===== src/include/memory_settings.svh =====
`ifndef MEMORY_SETTINGS_SVH
`define MEMORY_SETTINGS_SVH

// Data and address width.
`define MEM_XLEN 32

// RAM size in words.
`define MEM_DEPTH_WORDS 256

`define MEM_CREDITS 2 // Request queue depth and starting credit count.

// Response routing queue of at least MEM_CREDITS entries.
`define MEM_ROUTE_DEPTH 2

`endif


===== src/hw/memory_pkg.sv =====
`include "memory_settings.svh"

package memory_pkg;

  typedef enum logic [1:0] {
    KIND_NONE,
    KIND_ALU,
    KIND_LOAD,
    KIND_STORE
  } mem_kind_type;

  typedef enum logic [1:0] {
    SIZE_BYTE,
    SIZE_HALF,
    SIZE_WORD
  } mem_size_type;

  // One operation of an issue pair.
  typedef struct packed {
    mem_kind_type kind;
    mem_size_type size;
    logic is_unsigned; // Zero-extend loads.
    logic [4:0] rd;
    logic [`MEM_XLEN-1:0] addr;
    logic [`MEM_XLEN-1:0] data; // Store data or ALU result.
  } slot_op_type;

  typedef struct packed {
    logic [`MEM_XLEN-1:0] addr;
    logic [`MEM_XLEN-1:0] wdata;
    logic [`MEM_XLEN/8-1:0] strobe;
    logic write;
  } mem_req_type;

  typedef struct packed {
    logic [`MEM_XLEN-1:0] rdata;
  } mem_rsp_type;

  typedef struct packed {
    logic wren;
    logic [4:0] waddr;
    logic [`MEM_XLEN-1:0] wdata;
  } reg_write_type;

  // Tags a memory request with the slot that issued it.
  typedef enum logic {
    SLOT0,
    SLOT1
  } slot_id_type;

endpackage


===== src/hw/credit_fifo.sv =====
`timescale 1ns/1ps

module credit_fifo #(
  parameter type payload_type = logic,
  parameter int DEPTH = 2
) (
  input logic clock,
  input logic reset,
  input logic push,
  input payload_type push_data,
  input logic pop,
  output payload_type pop_data,
  output logic empty
);

  localparam int PTR_W = (DEPTH > 1) ? $clog2(DEPTH) : 1;

  payload_type buffer [DEPTH];
  logic [PTR_W-1:0] rd_ptr;
  logic [PTR_W-1:0] wr_ptr;
  logic [PTR_W:0] count;
  logic full;

  assign empty = (count == '0);
  assign full = (count == (PTR_W+1)'(DEPTH));
  assign pop_data = buffer[rd_ptr];

  always_ff @(posedge clock) begin
    if (!reset) begin
      rd_ptr <= '0;
      wr_ptr <= '0;
      count <= '0;
    end else begin
      if (push) wr_ptr <= (wr_ptr == PTR_W'(DEPTH-1)) ? '0 : wr_ptr + 1'b1;
      if (pop) rd_ptr <= (rd_ptr == PTR_W'(DEPTH-1)) ? '0 : rd_ptr + 1'b1;
      case ({push, pop})
        2'b10: count <= count + 1'b1;
        2'b01: count <= count - 1'b1;
        default: count <= count;
      endcase
    end
  end

  always_ff @(posedge clock) begin
    if (push) buffer[wr_ptr] <= push_data;
  end

  // Credits upstream must keep the queue within its depth.
  a_no_overflow: assert property (@(posedge clock) disable iff (!reset) push |-> !full);
  a_no_underflow: assert property (@(posedge clock) disable iff (!reset) pop |-> !empty);

endmodule


===== src/hw/dmem_arbiter.sv =====
`timescale 1ns/1ps

`include "memory_settings.svh"

module dmem_arbiter (
  input logic clock,
  input logic reset,
  input logic req_valid0,
  input memory_pkg::mem_req_type req0,
  output logic req_grant0,
  output logic rsp_valid0,
  output memory_pkg::mem_rsp_type rsp0,
  input logic req_valid1,
  input memory_pkg::mem_req_type req1,
  output logic req_grant1,
  output logic rsp_valid1,
  output memory_pkg::mem_rsp_type rsp1,
  output logic mem_req_valid,
  output memory_pkg::mem_req_type mem_req,
  input logic mem_rsp_valid,
  input memory_pkg::mem_rsp_type mem_rsp,
  input logic credit_return
);
  import memory_pkg::*;

  localparam int CREDIT_W = $clog2(`MEM_CREDITS + 1);

  logic [CREDIT_W-1:0] credits;
  logic have_credit;
  slot_id_type grant_slot;
  slot_id_type route_slot;
  logic route_empty;

  // Registered count only, so a returning credit is usable next cycle.
  assign have_credit = (credits != '0);

  assign req_grant0 = have_credit & req_valid0; // Older slot always wins.
  assign req_grant1 = have_credit & req_valid1 & ~req_valid0;

  assign mem_req_valid = req_grant0 | req_grant1;
  assign mem_req = req_valid0 ? req0 : req1;
  assign grant_slot = req_valid0 ? SLOT0 : SLOT1;

  always_ff @(posedge clock) begin
    if (!reset) begin
      credits <= CREDIT_W'(`MEM_CREDITS);
    end else begin
      case ({mem_req_valid, credit_return})
        2'b10: credits <= credits - 1'b1;
        2'b01: credits <= credits + 1'b1;
        default: credits <= credits;
      endcase
    end
  end

  // Memory answers in order, so a queue of slot tags is enough.
  credit_fifo #(
    .payload_type(slot_id_type),
    .DEPTH(`MEM_ROUTE_DEPTH)
  ) u_route_fifo (
    .clock(clock),
    .reset(reset),
    .push(mem_req_valid),
    .push_data(grant_slot),
    .pop(mem_rsp_valid),
    .pop_data(route_slot),
    .empty(route_empty)
  );

  assign rsp_valid0 = mem_rsp_valid & (route_slot == SLOT0);
  assign rsp_valid1 = mem_rsp_valid & (route_slot == SLOT1);
  assign rsp0 = mem_rsp;
  assign rsp1 = mem_rsp;

  a_credit_bound: assert property (@(posedge clock) disable iff (!reset)
    credits <= CREDIT_W'(`MEM_CREDITS));
  a_rsp_routed: assert property (@(posedge clock) disable iff (!reset)
    mem_rsp_valid |-> !route_empty);

endmodule


===== config.mk =====
export PLATFORM = sky130hd
export DESIGN_NAME = dmem_arbiter
export DESIGN_NICKNAME = d
export VERILOG_FILES = /design/src/hw/memory_pkg.sv /design/src/hw/credit_fifo.sv /design/src/hw/dmem_arbiter.sv
export VERILOG_INCLUDE_DIRS = /design/src /design/src/include
export SDC_FILE = /design/constraint.sdc
export NUM_CORES = 1
export LEC_CHECK = 0
export ABC_AREA = 1
export BUFFER_PORTS_ARGS = -buffer_cell sky130_fd_sc_hd__buf_2
export CAP_MARGIN = 10
export CORE_AREA = 2 2 123 125
export DETAILED_ROUTE_END_ITERATION = 10
export DIE_AREA = 0 0 125 127
export GPL_TIMING_DRIVEN = 0
export SLEW_MARGIN = 40
export SYNTH_ARGS = -nofsm -noshare
export SYNTH_HDL_FRONTEND = slang
export SYNTH_SLANG_ARGS = --single-unit

===== constraint.sdc =====
create_clock -name clock -period 1.5 [get_ports clock]
set_input_delay 0.075 -clock clock [delete_from_list [all_inputs] [get_ports clock]]
set_output_delay 0.075 -clock clock [all_outputs]
set_load 0.01 [all_outputs]

# Yosys cells after proc, flatten, opt, wreduce, memory -nomap -nowiden
# Memory sizes are Yosys's and may differ from the RTL's. A register that Yosys moved wholly into a read port is not among the register bits.
# Index checks and enable logic that the tools add are counted.
# word_totals
ff_bits	4
ramBits	2
in_bits	176
out_inout_bits	138
word_cells	29
n_memories	1
# classes
addsub	4
n_eq_ne	2
muxes	9
n_bitwise	8
reduce_logical	2
# memory_table
name	depth	word_bits	rd	rd_clocked_by_memory_dff	wr	line	text
u_route_fifo.buffer	2	1	1	1	1	credit_fifo.sv:18	payload_type buffer [DEPTH];
# ops
op	n
two-way mux 69 bit	1
two-way mux 1 bit	7
bitwise AND 1 bit	5
one-hot mux 2 bit (2 select lines)	1
nonzero test 2 bit	2
adder 1 bit (second input constant)	2
adder 2 x 1 -> 2 bit (second input constant)	1
== test 2 x 1 -> 1 bit (second input constant)	1
== test 2 bit (second input constant)	1
NOT 1 bit	2
subtractor 2 x 1 -> 2 bit (second input constant)	1
bitwise OR 1 bit	1

# Longest topological paths before layout
# logic_depth
depth_word	6
mapped_depth	9
depth_no_buf	9

# By module
# From an unflattened synthesis, not the netlist that was laid out.
# hier_totals
hier_cells	349
hier_area_um2	1851.8
# modules_own_cells
mod	n_inst	cells_per_inst	area_each_um2	seq_area_each_um2
dmem_arbiter	1	313	1561.5	40.0
credit_fifo	1	36	290.3	160.2

# Least setup slack after synthesis
# OpenSTA, ideal clock, no wires.
# synth_timing
path_type	reg-to-reg
start	register credits[0]
end	register credits[1]
setup_ns	0.120
t_arrival_ns	1.069
required_ns	1.380
path_slack_ns	0.311
path_stages_with_launch	9
n_path_buf	0
synth_period_minus_slack_ns	1.189
cell_sequence	dfxtp_1 -> inv_2 -> nand2_2 -> o21ai_4 -> ha_1 -> inv_1 -> nand3_1 -> nand2_1 -> nand3_1
# synth_via
elab_chain_cells	6
elab_cells_between_ends	11
cone_classes	add/sub: 2; eq/ne: 2; mux: 1; bitwise: 4; reduce/logical: 2
# synth_rtl
element	line	text
start: declaration	dmem_arbiter.sv:28	logic [CREDIT_W-1:0] credits;
start signal: assignment	dmem_arbiter.sv:46	credits <= CREDIT_W'(`MEM_CREDITS);
start signal: assignment	dmem_arbiter.sv:49	2'b10: credits <= credits - 1'b1;
start signal: assignment	dmem_arbiter.sv:50	2'b01: credits <= credits + 1'b1;
nonzero test 2 bit	dmem_arbiter.sv:35	assign have_credit = (credits != '0);
bitwise AND 1 bit (2 in a row)	dmem_arbiter.sv:38	assign req_grant1 = have_credit & req_valid1 & ~req_valid0;
bitwise OR 1 bit	dmem_arbiter.sv:40	assign mem_req_valid = req_grant0 | req_grant1;
== test 2 x 1 -> 1 bit / == test 2 bit (equally long branches)	dmem_arbiter.sv:48	case ({mem_req_valid, credit_return})
one-hot mux 2 bit (2 select lines) / nonzero test 2 bit (equally long branches)	-	
# Several ways; a longest one is shown, not always the timed one.
# A chain may end at the register's enable or synchronous reset.

# Worst setup path in the final report
# Same ends and word-level chain as after synthesis.

==> results.txt <==
status: completed
Startpoint Class: register
Synthesized Nets: 507
VDD IR max: 0.3321 mV
top_reg_cell synth: dfxtp_1
vias in the first global route: 2624
Area contributors post-synth: nand2_1 (48%), buf_4 (31%), dfxtp_1 (5.9%)
GRT Total Usage: 9.244%
Non-Filler Instances: 798
Die W: 125 um
diode count: 0
CTS tree: built
clk_skew: 2.359 ps
unrepaired setup endpoints after global routing: no
Post-Route WL: 8.394 mm
Avg Cell Area, Syn: 5.141 um2
Starting Density: 11.76%
Nets: 792
worst-skew pair later-pin latency: 230 ps
sequential share of the synthesized area: 9.440%
CP max stage cell: dfxtp_1
# Max-Cap Violations: 0
Mapped Area: 1697 um2
Final period util: 85.95%
Critical path origin: credits[0]
Final Hold Viols: 0
Setup WS pre-CTS: 210.7 ps
Antenna Nets Post-Route: 0
# Post-CTS Setup Buffers: 0
final setup margin: 210.7 ps
Post-synth ARST share: 0%
Hold Startpoint: reset
Clock Path Buffers: 2
fraction of layout cells with a size suffix above 1: 59.93%
R2R Path Start: credits[0]
most used cell, CP: nand3_1
TritonRoute pass-1 iters: 5
routed vias: 2823
Period minus WS final: 1289 ps
Max Slew Vio Count: 0
Hold Crit Class: in -> reg
Fmax achieved: 0.7756 GHz
initial antenna violation count: 0
slew margin rel.: 85.97%
post-synth top area share: 47.79%
GR Overflow Total: 0
power density over cell area: 512.4 nW/um2
dpl cell area: 3328 um2
top cell type by total area after synthesis: nand2_1
largest net degree at the start of global routing: 12
Critical Path Fanout Max: 5
post-synth cell types: 19
setup TNS: 0 ps
kind of critical path: reg -> reg
Placed Cells incl. Taps: 794
PostCTS Resize Cnt: 0
IO Port Bufs: 280
Clock Pin Slew Worst Setup and Hold Paths: 40 ps
Crit path arrival time: 1410 ps
fillers: 1708
first-pass GRT wire length: 12.20 mm
Pleak: 2.305 nW
most common cell in the synthesized netlist: nand2_1
Ys Warns: 0
# hold bufs at CTS: 0
final setup vio count: 0
# rows: 44
worst path cell trace: inv_2 > nand2_2 > o21ai_4 > ha_1 > inv_1 > nand3_1 > nand2_1 > nand3_1
Root Driver: clkbuf_16
CTS buffer count: 3
fin area: 3407 um2
crit-path max cell delay: 370 ps
Area Growth Syn to Fin: 100.8%
post-detailed-route wirelength per cell: 10.52 um
via-per-instance ratio: 3.538
Yosys reg bits: 7
die area: 15880 um2
DIE HEIGHT: 127 um
Post-synth top cells: nand2_1 (216), buf_4 (71), buf_2 (7), nor2_1 (7), inv_1 (6)
DR DRC count: 0
drt initial violations: 50
Worst Tran Pin Value: 208.3 ps
Top Ports: 314
Detailed Place HPWL: 7.429 mm
Core Footprint: 14420 um2
cells after synthesis: 330
Final Util: 23.62%
element type at the critical path end: register
# clock sinks: 7
GPL Wtd Cong: 0.8118
Critical Path RT: 1620 ps
depth of the CTS H-tree: 1
number of synthesized flops with an enable pin: 2
power breakdown:
part	leakage, nW	internal, mW	total (mW)	switching [mW]
sequential	0.0607	0.228	0.245	0.0166
combinational	2.21	0.529	1.05	0.518
clock	0.0382	0.354	0.454	0.100
worst max-delay path, delay by kind of cell (launching register included):
| family | cells | cell delay [ps] |
|---|---|---|
| buf+inv | 2 | 160 |
| flops | 1 | 370 |
| fa+ha+maj | 1 | 270 |
| compound gates | 1 | 80 |
| simple gates | 4 | 300 |
per-layer routing:
layer,up-vias,wire length [um],GRT usage [%]
met3,2,723,1.549
met4,0,25,0.9804
met2,170,4344,18.35
li1,1482,-,-
met5,-,0,0
met1,1169,3300,10.65
placed cells by master (no fill, tap or decap):
cell       synthesis  routed
buf_6              1       1
nand2_2            1       1
inv_2              2       2
a21oi_1            2       2
nand2_1          216     216
nand3_1            2       2
and2_1             1       1
buf_4             71      71
dfxtp_1            5       5
nor2_2             1       1
nor2_1             7       7
buf_2              7     287
edfxtp_1           2       2
o21ai_0            2       2
inv_1              6       6
clkbuf_1           0       1
o21ai_4            1       1
ha_1               1       1
nand4_1            1       1
inv_4              1       1
clkbuf_16          0       3
through the flow:
stage	total power [mW]	hold slack [ps]
2_1_floorplan	0.8135	159.6
3_3_place_gp	1.303	308.4
3_5_place_dp	1.309	310.2
4_1_cts	1.774	70.49
5_1_grt	1.883	82.62
6_report	1.746	71.46
layout make-up:
type / count / area, um2 / share of cell area, %
inverter: 9 / 36.28 / 1.065
timing repair buffer: 280 / 1401 / 41.13
buffer: 79 / 579.3 / 17.00
clock buffer: 4 / 78.83 / 2.314
tap: 184 / 230.2 / 6.757
sequential: 7 / 160.2 / 4.701
multi-input combinational: 235 / 920.9 / 27.03
path summary, 6_finish.rpt:
kind / end / slack (ps) / depth (start not counted)
max: credits[1] / 210 / 8
min: credits[1] / 70 / 2
max reg2reg: credits[1] / 210 / 8
min reg2reg: credits[0] / 480 / 1
cells by family (layout without fill, tap and decap cells):
| family | after synthesis | after routing | share of synthesized area [%] |
|---|---|---|---|
| and+or+nand+nor | 229 | 229 | 51.40 |
| AOI/OAI and AO/OA | 5 | 5 | 2.139 |
| buffers and inverters | 88 | 372 | 36.28 |
| DFF | 7 | 7 | 9.440 |
| adders and majority gates | 1 | 1 | 0.7373 |
No activity file was read; power rests on OpenSTA's default activity.
