**src/include/memory_settings.svh**
```systemverilog
`ifndef MEMORY_SETTINGS_SVH
`define MEMORY_SETTINGS_SVH

// Data and address width.
`define MEM_XLEN 32

// RAM size in words.
`define MEM_DEPTH_WORDS 256

`define MEM_CREDITS 2 // Request queue depth and starting credit count.

// Response routing queue of at least MEM_CREDITS entries.
`define MEM_ROUTE_DEPTH 2

`endif

```
**src/hw/memory_pkg.sv**
```systemverilog
`include "memory_settings.svh"

package memory_pkg;

  typedef enum logic [1:0] {
    KIND_NONE,
    KIND_ALU,
    KIND_LOAD,
    KIND_STORE
  } mem_kind_type;

  typedef enum logic [1:0] {
    SIZE_BYTE,
    SIZE_HALF,
    SIZE_WORD
  } mem_size_type;

  // One operation of an issue pair.
  typedef struct packed {
    mem_kind_type kind;
    mem_size_type size;
    logic is_unsigned; // Zero-extend loads.
    logic [4:0] rd;
    logic [`MEM_XLEN-1:0] addr;
    logic [`MEM_XLEN-1:0] data; // Store data or ALU result.
  } slot_op_type;

  typedef struct packed {
    logic [`MEM_XLEN-1:0] addr;
    logic [`MEM_XLEN-1:0] wdata;
    logic [`MEM_XLEN/8-1:0] strobe;
    logic write;
  } mem_req_type;

  typedef struct packed {
    logic [`MEM_XLEN-1:0] rdata;
  } mem_rsp_type;

  typedef struct packed {
    logic wren;
    logic [4:0] waddr;
    logic [`MEM_XLEN-1:0] wdata;
  } reg_write_type;

  // Tags a memory request with the slot that issued it.
  typedef enum logic {
    SLOT0,
    SLOT1
  } slot_id_type;

endpackage

```
**src/hw/load_store_unit.sv**
```systemverilog
`timescale 1ns/1ps

`include "memory_settings.svh"

module load_store_unit (
  input memory_pkg::slot_op_type op,
  input logic [`MEM_XLEN-1:0] rdata,
  output logic [`MEM_XLEN-1:0] wdata,
  output logic [`MEM_XLEN/8-1:0] strobe,
  output logic [`MEM_XLEN-1:0] result
);
  import memory_pkg::*;

  logic [`MEM_XLEN-1:0] byte_lane;
  logic [`MEM_XLEN-1:0] half_lane;
  logic byte_sign;
  logic half_sign;

  // Move the addressed lane down to bit 0.
  assign byte_lane = rdata >> {op.addr[1:0], 3'b000};
  assign half_lane = rdata >> {op.addr[1], 4'b0000};

  assign byte_sign = byte_lane[7] & ~op.is_unsigned;
  assign half_sign = half_lane[15] & ~op.is_unsigned;

  always_comb begin
    case (op.size)
      SIZE_BYTE: begin
        wdata = {4{op.data[7:0]}};
        strobe = 4'b0001 << op.addr[1:0];
        result = {{24{byte_sign}}, byte_lane[7:0]};
      end
      SIZE_HALF: begin
        wdata = {2{op.data[15:0]}};
        strobe = 4'b0011 << {op.addr[1], 1'b0};
        result = {{16{half_sign}}, half_lane[15:0]};
      end
      default: begin // Word.
        wdata = op.data;
        strobe = 4'b1111;
        result = rdata;
      end
    endcase
  end

endmodule

```
**src/hw/memory_stage.sv**
```systemverilog
`timescale 1ns/1ps

`include "memory_settings.svh"

module memory_stage (
  input logic clock,
  input logic reset,
  input logic in_valid,
  input memory_pkg::slot_op_type in_slot0,
  input memory_pkg::slot_op_type in_slot1,
  output logic in_ready,
  output logic req_valid0,
  output memory_pkg::mem_req_type req0,
  input logic req_grant0,
  input logic rsp_valid0,
  input memory_pkg::mem_rsp_type rsp0,
  output logic req_valid1,
  output memory_pkg::mem_req_type req1,
  input logic req_grant1,
  input logic rsp_valid1,
  input memory_pkg::mem_rsp_type rsp1,
  output memory_pkg::reg_write_type wb0,
  output memory_pkg::reg_write_type wb1
);
  import memory_pkg::*;

  slot_op_type slot0_q;
  slot_op_type slot1_q;
  logic [`MEM_XLEN-1:0] result0;
  logic [`MEM_XLEN-1:0] result1;
  logic [`MEM_XLEN-1:0] lsu_wdata0;
  logic [`MEM_XLEN-1:0] lsu_wdata1;
  logic [`MEM_XLEN/8-1:0] lsu_strobe0;
  logic [`MEM_XLEN/8-1:0] lsu_strobe1;
  logic [`MEM_XLEN-1:0] lsu_result0;
  logic [`MEM_XLEN-1:0] lsu_result1;

  logic out_of_reset;
  logic busy;
  logic pending0, pending1; // Request not yet granted.
  logic waiting0, waiting1; // Granted with the response outstanding.
  logic accept;
  logic done;

  function automatic logic uses_memory(slot_op_type op);
    return (op.kind == KIND_LOAD) || (op.kind == KIND_STORE);
  endfunction

  function automatic mem_req_type make_request(slot_op_type op, logic [`MEM_XLEN-1:0] wdata,
                                               logic [`MEM_XLEN/8-1:0] strobe);
    mem_req_type req;
    req.addr = op.addr;
    req.wdata = wdata;
    req.write = (op.kind == KIND_STORE);
    req.strobe = req.write ? strobe : '0;
    return req;
  endfunction

  // Writes to x0 are dropped here.
  function automatic reg_write_type make_write(slot_op_type op, logic [`MEM_XLEN-1:0] load_data,
                                               logic fire);
    reg_write_type wb;
    wb.wren = fire && (op.kind == KIND_ALU || op.kind == KIND_LOAD) && (op.rd != '0);
    wb.waddr = op.rd;
    wb.wdata = (op.kind == KIND_LOAD) ? load_data : op.data;
    return wb;
  endfunction

  load_store_unit u_lsu0 (.op(slot0_q), .rdata(rsp0.rdata), .wdata(lsu_wdata0),
                          .strobe(lsu_strobe0), .result(lsu_result0));
  load_store_unit u_lsu1 (.op(slot1_q), .rdata(rsp1.rdata), .wdata(lsu_wdata1),
                          .strobe(lsu_strobe1), .result(lsu_result1));

  assign in_ready = out_of_reset & ~(pending0 | pending1 | waiting0 | waiting1);
  assign accept = in_valid & in_ready;
  assign done = busy & in_ready; // Pair complete and ready to write back.

  assign req_valid0 = pending0;
  assign req_valid1 = pending1;
  assign req0 = make_request(slot0_q, lsu_wdata0, lsu_strobe0);
  assign req1 = make_request(slot1_q, lsu_wdata1, lsu_strobe1);

  assign wb0 = make_write(slot0_q, result0, done);
  assign wb1 = make_write(slot1_q, result1, done);

  always_ff @(posedge clock) begin
    if (!reset) begin
      out_of_reset <= 1'b0;
      busy <= 1'b0;
      pending0 <= 1'b0;
      pending1 <= 1'b0;
      waiting0 <= 1'b0;
      waiting1 <= 1'b0;
    end else begin
      out_of_reset <= 1'b1;
      if (req_grant0) pending0 <= 1'b0;
      if (req_grant1) pending1 <= 1'b0;
      if (req_grant0) waiting0 <= 1'b1;
      else if (rsp_valid0) waiting0 <= 1'b0;
      if (req_grant1) waiting1 <= 1'b1;
      else if (rsp_valid1) waiting1 <= 1'b0;
      if (accept) begin
        busy <= 1'b1;
        pending0 <= uses_memory(in_slot0);
        pending1 <= uses_memory(in_slot1);
      end else if (done) begin
        busy <= 1'b0;
      end
    end
  end

  always_ff @(posedge clock) begin
    if (accept) begin
      slot0_q <= in_slot0;
      slot1_q <= in_slot1;
    end
    if (rsp_valid0) result0 <= lsu_result0;
    if (rsp_valid1) result1 <= lsu_result1;
  end

  a_rsp0_expected: assert property (@(posedge clock) disable iff (!reset) rsp_valid0 |-> waiting0);
  a_rsp1_expected: assert property (@(posedge clock) disable iff (!reset) rsp_valid1 |-> waiting1);

endmodule

```
**config.mk**
```make
export PLATFORM = sky130hd
export DESIGN_NAME = memory_stage
export DESIGN_NICKNAME = d
export VERILOG_FILES = /design/src/hw/memory_pkg.sv /design/src/hw/load_store_unit.sv /design/src/hw/memory_stage.sv
export VERILOG_INCLUDE_DIRS = /design/src /design/src/include
export SDC_FILE = /design/constraint.sdc
export NUM_CORES = 1
export LEC_CHECK = 0
export ABC_AREA = 0
export BUFFER_PORTS_ARGS = -buffer_cell sky130_fd_sc_hd__buf_2
export CORE_AREA = 2 2 169 171
export CTS_CLUSTER_DIAMETER = 40
export DETAILED_ROUTE_END_ITERATION = 10
export DIE_AREA = 0 0 171 173
export PLACE_DENSITY = 0.66
export REMOVE_ABC_BUFFERS = 1
export SLEW_MARGIN = 20
export SYNTH_ARGS = -nofsm -noshare
export SYNTH_HDL_FRONTEND = slang
export SYNTH_SLANG_ARGS = --single-unit
```
**constraint.sdc**
```tcl
create_clock -name clock -period 12 [get_ports clock]
set_input_delay 0.6 -clock clock [delete_from_list [all_inputs] [get_ports clock]]
set_output_delay 0.6 -clock clock [all_outputs]
set_load 0.02 [all_outputs]
```
=== Word level (Yosys, flattened, before mapping) ===
Index checks and enable logic that the tools add are counted.

* Register bits: 218
* Latch bits: 0
* RAM bits: 0
* Bits in read-only memories: 0
* Bits of input ports: 219
* Output and inout bits: 217
* Word-level logic and storage cells: 91
* Memories kept: 0

* Add/sub/neg operators: 0
* Multipliers: 0
* Div/mod/pow operators: 0
* Order comparisons: 0
* Equality and inequality tests: 12
* Shifts and indexed selects: 8
* Multiplexer cells: 21
* Bitwise logic cells: 13
* Reduce and logical (&&, ||, !) cells: 17

{| class="wikitable"
|+ Operators with widths
! operator !! number
|-
| $pmux W32 S2 || 4
|-
| $mux W32 || 2
|-
| $shr A32 B5 Y16 || 2
|-
| $shr A32 B5 Y8 || 2
|-
| $eq A2 B2 Y1 const B || 8
|-
| $pmux W4 S2 || 2
|-
| $mux W1 || 11
|-
| $reduce_bool A2 Y1 || 5
|-
| $reduce_bool A5 Y1 || 2
|-
| $eq A2 B1 Y1 const B || 4
|-
| $mux W4 || 2
|-
| $shl A1 B2 Y4 const A || 2
|-
| $shl A2 B2 Y4 const A || 2
|-
| $and A1 B1 Y1 || 7
|-
| $logic_and A1 B1 Y1 || 4
|-
| $logic_not A2 Y1 || 2
|-
| $logic_or A1 B1 Y1 || 4
|-
| $not A1 Y1 || 3
|-
| $or A1 B1 Y1 || 3
|}

=== Longest topological paths before layout ===
Gate-level depths: netlist (run 1).

* Word-level depth: 8
* Gate-level depth with buffers: 6

=== Cells and area by module ===
A second synthesis (run 1) with hierarchy kept.

* Cells, all modules: 778
* Area total of the unflattened synthesis: 10592.7 um^2

{| class="wikitable"
|+ By module, submodules not included
! module !! times used !! cells an instance !! area each (um^2) !! seq. area each (um^2)
|-
| memory_stage || 1 || 402 || 8075.2 || 6486.2
|-
| load_store_unit || 2 || 188 || 1258.7 || 0.0
|}

=== Worst setup path before layout (run 1) ===
Ideal clock, no wire load.

* Kind: register to register
* From: reg pending1, in the netlist req_valid1
* To: reg slot0_q (netlist bit req0[37]), enable pin
* Arrival: 3927 ps
* Required time: 11500 ps
* Setup slack: 7573 ps
* Stages on the path, launching flop included: 4
* Buffers on the path: 0
* Cell sequence: dfxtp_1 nor4b_1 nand3_1 inv_1

* Longest elaborated chain between the ends: 6

{| class="wikitable"
|+ Ends and longest elaborated chain
! element !! line !! text
|-
| start: declaration || memory_stage.sv:40 || <nowiki>logic pending0, pending1;</nowiki>
|-
| start signal: assignment || memory_stage.sv:105 || <nowiki>pending1 <= uses_memory(in_slot1);</nowiki>
|-
| $or A1 B1 Y1 (3 in series) || memory_stage.sv:74 || <nowiki>assign in_ready = out_of_reset & ~(pending0 | pending1 | waiting0 | waiting1);</nowiki>
|-
| $not A1 Y1 || memory_stage.sv:74 ||
|-
| $and A1 B1 Y1 || memory_stage.sv:74 ||
|-
| $and A1 B1 Y1 || memory_stage.sv:75 || <nowiki>assign accept = in_valid & in_ready;</nowiki>
|-
| net accept || memory_stage.sv:42 || <nowiki>logic accept;</nowiki>
|-
| end signal: assignment || memory_stage.sv:114 || <nowiki>slot0_q <= in_slot0;</nowiki>
|-
| end: declaration || memory_stage.sv:27 || <nowiki>slot_op_type slot0_q;</nowiki>
|}

The timed path passes the listed nets, and every way through them passes these cells.
A chain may end at the register's enable or synchronous reset.

==> metrics.cfg, run 1 <==
[run_status]
outcome = complete, no violations

[clock_network]
clk_pin_slew_worst_paths_ns = 0.06
cts_buffer_depth = 3
cts-root-buf = clkbuf_16
clk_latency_ns = 0.50
cts_setup_buffers = 0
htreeDepth = 2
ctsResizeCount = 0
numCtsBuffers = 35
cts.sink_count = 218
hold_buffers = 0
cts_tree = done

[die]
die_width_um = 171
die_h_um = 173
dieArea_um2 = 29600
start_util_pct = 37.2
core_area_um2 = 27600
io_pins = 436
rows = 61

[worst_setup_path]
worstReg2RegStart = req_valid1$_SDFFE_PN0P_
timing.reg2reg.setup_slack_ns = 8.83
required_ns = 11.40
crit_type = flop to output port
r2r-end = slot0_q[9]$_DFFE_PP_
cp-end-kind = output port
endpoint = req1[1]
reg2reg_depth = 4
arrival_ns = 2.63
cp_max_fo = 17
crit_start = slot1_q[70]$_DFFE_PP_
start_kind = flop

[grt]
grt_antenna_before_repair = 7
grt-ovfl-total = 0
grt_pass1_vias = 7567
grt_max_degree = 77
grt_first_pass_wirelength_um = 43800
grt.total_usage_pct = 19.4

[power]
power_density_nw_per_um2 = 162
p_leak_nw = 5.60
power_w = 0.00217
vdd_ir_drop_max_mv = 0.139

[timing]
max_slew_margin_pct = 28.7
slew_violations = 0
min_period_ns = 3.23
hold_violations = 0
fin_tns_setup_ns = 0
rsz0062_at_grt = false
hold_ws_ns = 0.270
fin_crit_sh_pct = 26.9
fmax_ghz = 0.310
tightest_slew_ns = 1.06
skew_ns = 0.0132
setup_violations = 0

[route]
drt_pass1_iterations = 5
drt_iter0_drc = 411
drc_errors = 0
post_drt_wl_per_cell_um = 19.8
via_per_inst = 4.90
vias = 7389
routed_wl_um = 29800
ant_nets = 0

[finish]
layout_common_cells = 435 x buf_2, 212 x edfxtp_1, 83 x mux2_2
final_common_cell = buf_2
finish.net_count = 1318
stdcell_count = 1507
area_growth_pct = 30.6
drive_above_1_share_pct = 53.1

[placed_design]
portBuffers = 435
place_congestion = 0.835
dpl.cell_count = 1436
detailed_place_hpwl_um = 21500

[yosys]
ys_warn_count = 0
seq_area_frac_synth_pct = 63.2
ys_ff_latch = 218
syn_area_um2 = 10300
syn_avg_cell_area_um2 = 13.8
synth_cell_types = 43
synthCells = 746

[job]
cap_violations = 0

[worst_hold_path]
hold_path_class = input pin to flop

[power breakdown]
part / internal, W / switching (W) / total [W]
registers: 0.000878 / 0.0000173 / 0.000895
clock network: 0.000693 / 0.000380 / 0.00107
logic: 0.0000808 / 0.000119 / 0.000200
[synth_stat cells, drive strengths merged]
library cell  number  share of area (%)
edfxtp           212                 62
buf              113                7.7
mux2              92                 10
nand2             67                2.5
a21oi             44                2.2
nor2              31                1.2
mux2i             30                2.9
a221o             21                2.0
o21ai             18               0.88
clkbuf            17               0.62
o211ai            16                1.2
nor2b             14               0.85
inv               12               0.44
o221ai             7               0.60
dfxtp              6                1.2
o21a               6               0.44
and2               4               0.24
ha                 4               0.49
nor3               4               0.20
nand3b             3               0.22
a221oi             2               0.17
mux4               2               0.44
nand3              2              0.098
o21bai             2               0.15
o22ai              2               0.12
or2                2               0.12
or3b               2               0.17
or4                2               0.15
a211oi             1              0.073
a21bo              1              0.098
a21o               1              0.073
a22oi              1              0.073
and2b              1              0.073
and3b              1              0.085
nand2b             1              0.061
nor3b              1              0.073
nor4b              1              0.085
[registers in the layout, indices dropped and copies added (netlist names)]
signal / cells
req_valid0: 1
busy: 1
result1: 32
out_of_reset: 1
req_valid1: 1
req1: 32
req0: 32
waiting0: 1
wb0: 5
waiting1: 1
result0: 32
slot1_q: 37
wb1: 5
slot0_q: 37
[worst min path at each step]
stage / from / to / slack (ns) / depth (start not counted)
2_1_floorplan: waiting1$_SDFFE_PN0P_ / waiting1$_SDFFE_PN0P_ / 0.45 / 2
3_5_place_dp: waiting1$_SDFFE_PN0P_ / waiting1$_SDFFE_PN0P_ / 0.49 / 2
6_report: in_slot0[55] / req0[60]$_DFFE_PP_ / 0.27 / 1
4_1_cts: in_slot1[62] / req1[67]$_DFFE_PP_ / 0.24 / 1
5_1_grt: in_slot0[33] / req0[38]$_DFFE_PP_ / 0.24 / 1
3_3_place_gp: waiting1$_SDFFE_PN0P_ / waiting1$_SDFFE_PN0P_ / 0.47 / 2
[cell type report]
| class | count | area, µm² |
|---|---|---|
| Clock inverter | 27 | 362 |
| Timing Repair Buffer | 442 | 2230 |
| Clock buffer | 37 | 905 |
| Tap cell | 378 | 473 |
| Fill cell | 2484 | 14200 |
| Inverter | 12 | 50.0 |
| Sequential cell | 218 | 6490 |
| Multi-Input combinational cell | 386 | 2880 |
| Antenna cell | 7 | 17.5 |
[kinds of logic after synthesis]
family,Yosys count,synth area share [%]
mux,124,13.5
simple gates,136,6.06
compound gates,122,8.07
buf+inv,142,8.74
flops,218,63.2
fa+ha+maj,4,0.488
[per-layer routing]
metal,part of all wire [%],vias up,track usage (%)
met4,3.0,0,7.77
met3,6.6,62,4.53
met1,41,3588,24.6
li1,-,3420,-
met2,49,319,32.0
met5,0,-,0
[stage by stage]
step | worst slack [ns] | area (µm²) | utilization [%]
final | 8.77 | 13400 | 48.5
after global routing | 8.62 | 13400 | 48.5
after CTS | 8.79 | 13400 | 48.5
after detailed placement | 8.81 | 12100 | 43.9
after global placement | 8.97 | 12100 | 43.9
after floorplan | 7.57 | 9410 | -
[worst max-delay path: stages, from the launching register on]
cell and delay [ns]:
edfxtp_1 1.00, nor2b_1 0.18, o21bai_1 0.57, and2_1 0.21
buf_2 0.16
Power figures use the tool's default switching activity.
==> run 2: changes to the inputs <==
==> constraint.sdc (replaced) <==
create_clock -name clock -period 3.05 [get_ports clock]
set_input_delay 0.1525 -clock clock [delete_from_list [all_inputs] [get_ports clock]]
set_output_delay 0.1525 -clock clock [all_outputs]
set_load 0.02 [all_outputs]
==> run 2 against run 1 <==
  * Sequential share of layout area fell by 6.9 points
  * Sequential power grew to 3.9 times the previous value
  * Final cell count grew 15%
  * First-iteration DRC count rose by 34%
  * Hold slack worse by 0.25 ns
  * Total power increased to 4.2 times the previous value
  * Largest power group unchanged
==> metrics.cfg, run 2 (synthesis results as in run 1) <==
[run_status]
outcome = complete, no violations

[route]
drt_iter0_drc = 552  ; +34%
via_per_inst = 4.93  ; +0.49%
ant_nets = 0  ; unchanged
vias = 8514  ; +15%
routed_wl_um = 33900  ; +14%
drc_errors = 0  ; unchanged
drt_pass1_iterations = 5  ; unchanged
post_drt_wl_per_cell_um = 19.6  ; -0.57%

[timing]
fin_tns_setup_ns = 0  ; unchanged
max_slew_margin_pct = 29.8  ; +1.1 points
setup_violations = 0  ; unchanged
min_period_ns = 2.84
slew_violations = 0  ; unchanged
fmax_ghz = 0.352
skew_ns = 0.0190  ; +0.00579 ns
tightest_slew_ns = 1.04  ; -0.0170 ns
fin_crit_sh_pct = 93.1
hold_violations = 0  ; unchanged
rsz0062_at_grt = false

[die]
start_util_pct = 37.2  ; unchanged
rows = 61  ; unchanged
io_pins = 436  ; unchanged
dieArea_um2 = 29600  ; unchanged
core_area_um2 = 27600  ; unchanged
die_width_um = 171  ; unchanged
die_h_um = 173  ; unchanged

[placed_design]
detailed_place_hpwl_um = 22700  ; +5.4%
place_congestion = 0.857  ; +2.6%
place_area_um2 = 12200  ; +0.70%
portBuffers = 435  ; unchanged

[finish]
layout_common_cells = 435 x buf_2, 212 x edfxtp_1, 206 x dlygate4sd3_1
regArea_um2 = 6490  ; unchanged
area_growth_pct = 52.5
final_common_cell = buf_2
n_antenna_cell = 0  ; -7
fillCellCount = 2256  ; -9.2%
finish.net_count = 1539  ; +17%
multi_input_area_um2 = 2880  ; about the same
drive_above_1_share_pct = 45.3  ; -7.9 points
fin_area_um2 = 15600  ; +17%
largestRegisters = slot0_q (37), slot1_q (37)

[worst_hold_path]
hold_path_class = input pin to flop
hold_path_depth = 3  ; +2

[power]
power_density_nw_per_um2 = 579  ; +260%
vdd_ir_drop_max_mv = 0.628  ; +350%
p_leak_nw = 6.58  ; +17%

[worst_setup_path]
start_kind = flop
cp-end-kind = flop
reg2reg_depth = 4  ; unchanged
cp_max_fo = 14  ; -3
crit_type = flop to flop
arrival_ns = 3.22  ; +0.59 ns
required_ns = 3.43  ; -7.97 ns

[job]
cap_violations = 0  ; unchanged

[clock_network]
cts.sink_count = 218  ; unchanged
cts-root-buf = clkbuf_16
cts_buffer_depth = 3  ; unchanged
cts_tree = done
clk_pin_slew_worst_paths_ns = 0.05  ; about the same
ctsResizeCount = 0  ; unchanged
numCtsBuffers = 42  ; +20%
clk_latency_ns = 0.52  ; +0.02 ns
htreeDepth = 2  ; unchanged

[grt]
grt_first_pass_wirelength_um = 50300  ; +15%
grt_pass1_vias = 8822  ; +17%
grt-ovfl-total = 0  ; unchanged
grt.total_usage_pct = 22.2  ; +2.8 points
grt_max_degree = 51  ; -34%
grt_antenna_before_repair = 0  ; -7

[run 2: worst max-delay path, cell delays in order (launching register included)]
cell	delay (ns)
edfxtp_1	0.75
inv_1	0.22
nor3_1	0.89
a221o_1	0.27
dlygate4sd3_1	0.57
[run 2: report_power, final]
part	internal [W]	leakage [nW]	switching, W
logic	0.000506	3.86	0.000536
registers	0.00346	2.05	0.0000731
clock network	0.00289	0.676	0.00159
[run 2: path summary, 6_finish.rpt]
path	startpoint	endpoint	slack (ns)
max reg2reg	req0[38]$_DFFE_PP_	result0[0]$_DFFE_PP_	0.21
max	req0[38]$_DFFE_PP_	result0[0]$_DFFE_PP_	0.21
min reg2reg	waiting1$_SDFFE_PN0P_	waiting1$_SDFFE_PN0P_	0.50
min	rsp0[23]	result0[23]$_DFFE_PP_	0.02
[run 2: metal layers]
layer	vias to the layer above	routed length, µm	GRT usage [%]
li1	3874	-	-
met1	4109	13300	27.0
met2	435	17200	38.2
met3	96	2290	4.65
met4	0	1130	8.69
met5	-	0	0
[run 2: stage by stage]
| stage | util, % | hold WS [ns] | power (W) | std cells | setup slack, ns |
|---|---|---|---|---|---|
| CTS | 56.6 | 0.000812 | 0.00913 | 1728 | 0.307 |
| detailed placement | 44.2 | 0.331 | 0.00439 | 1444 | 0.760 |
| floorplan | - | 0.180 | 0.00398 | 616 | -1.38 |
| finish | 56.6 | 0.0240 | 0.00905 | 1728 | 0.212 |
| global route | 56.6 | 0.00378 | 0.00936 | 1728 | 0.0221 |
| global placement | 44.2 | 0.328 | 0.00438 | 1444 | 0.813 |
[run 2: repair_timing]
item | in CTS | in global routing
setup buffers | 0 | 0
endpoints found under the hold margin | 192 | 0
hold buffers | 206 | 0
[run 2: final cells by class]
| type | instances | area share, % |
|---|---|---|
| clock inverter | 32 | 2.01 |
| inverter | 12 | 0.320 |
| sequential | 218 | 41.4 |
| multi-input combinational | 386 | 18.4 |
| timing repair buffer | 656 | 28.0 |
| clock buffer | 46 | 6.81 |
| tap | 378 | 3.02 |
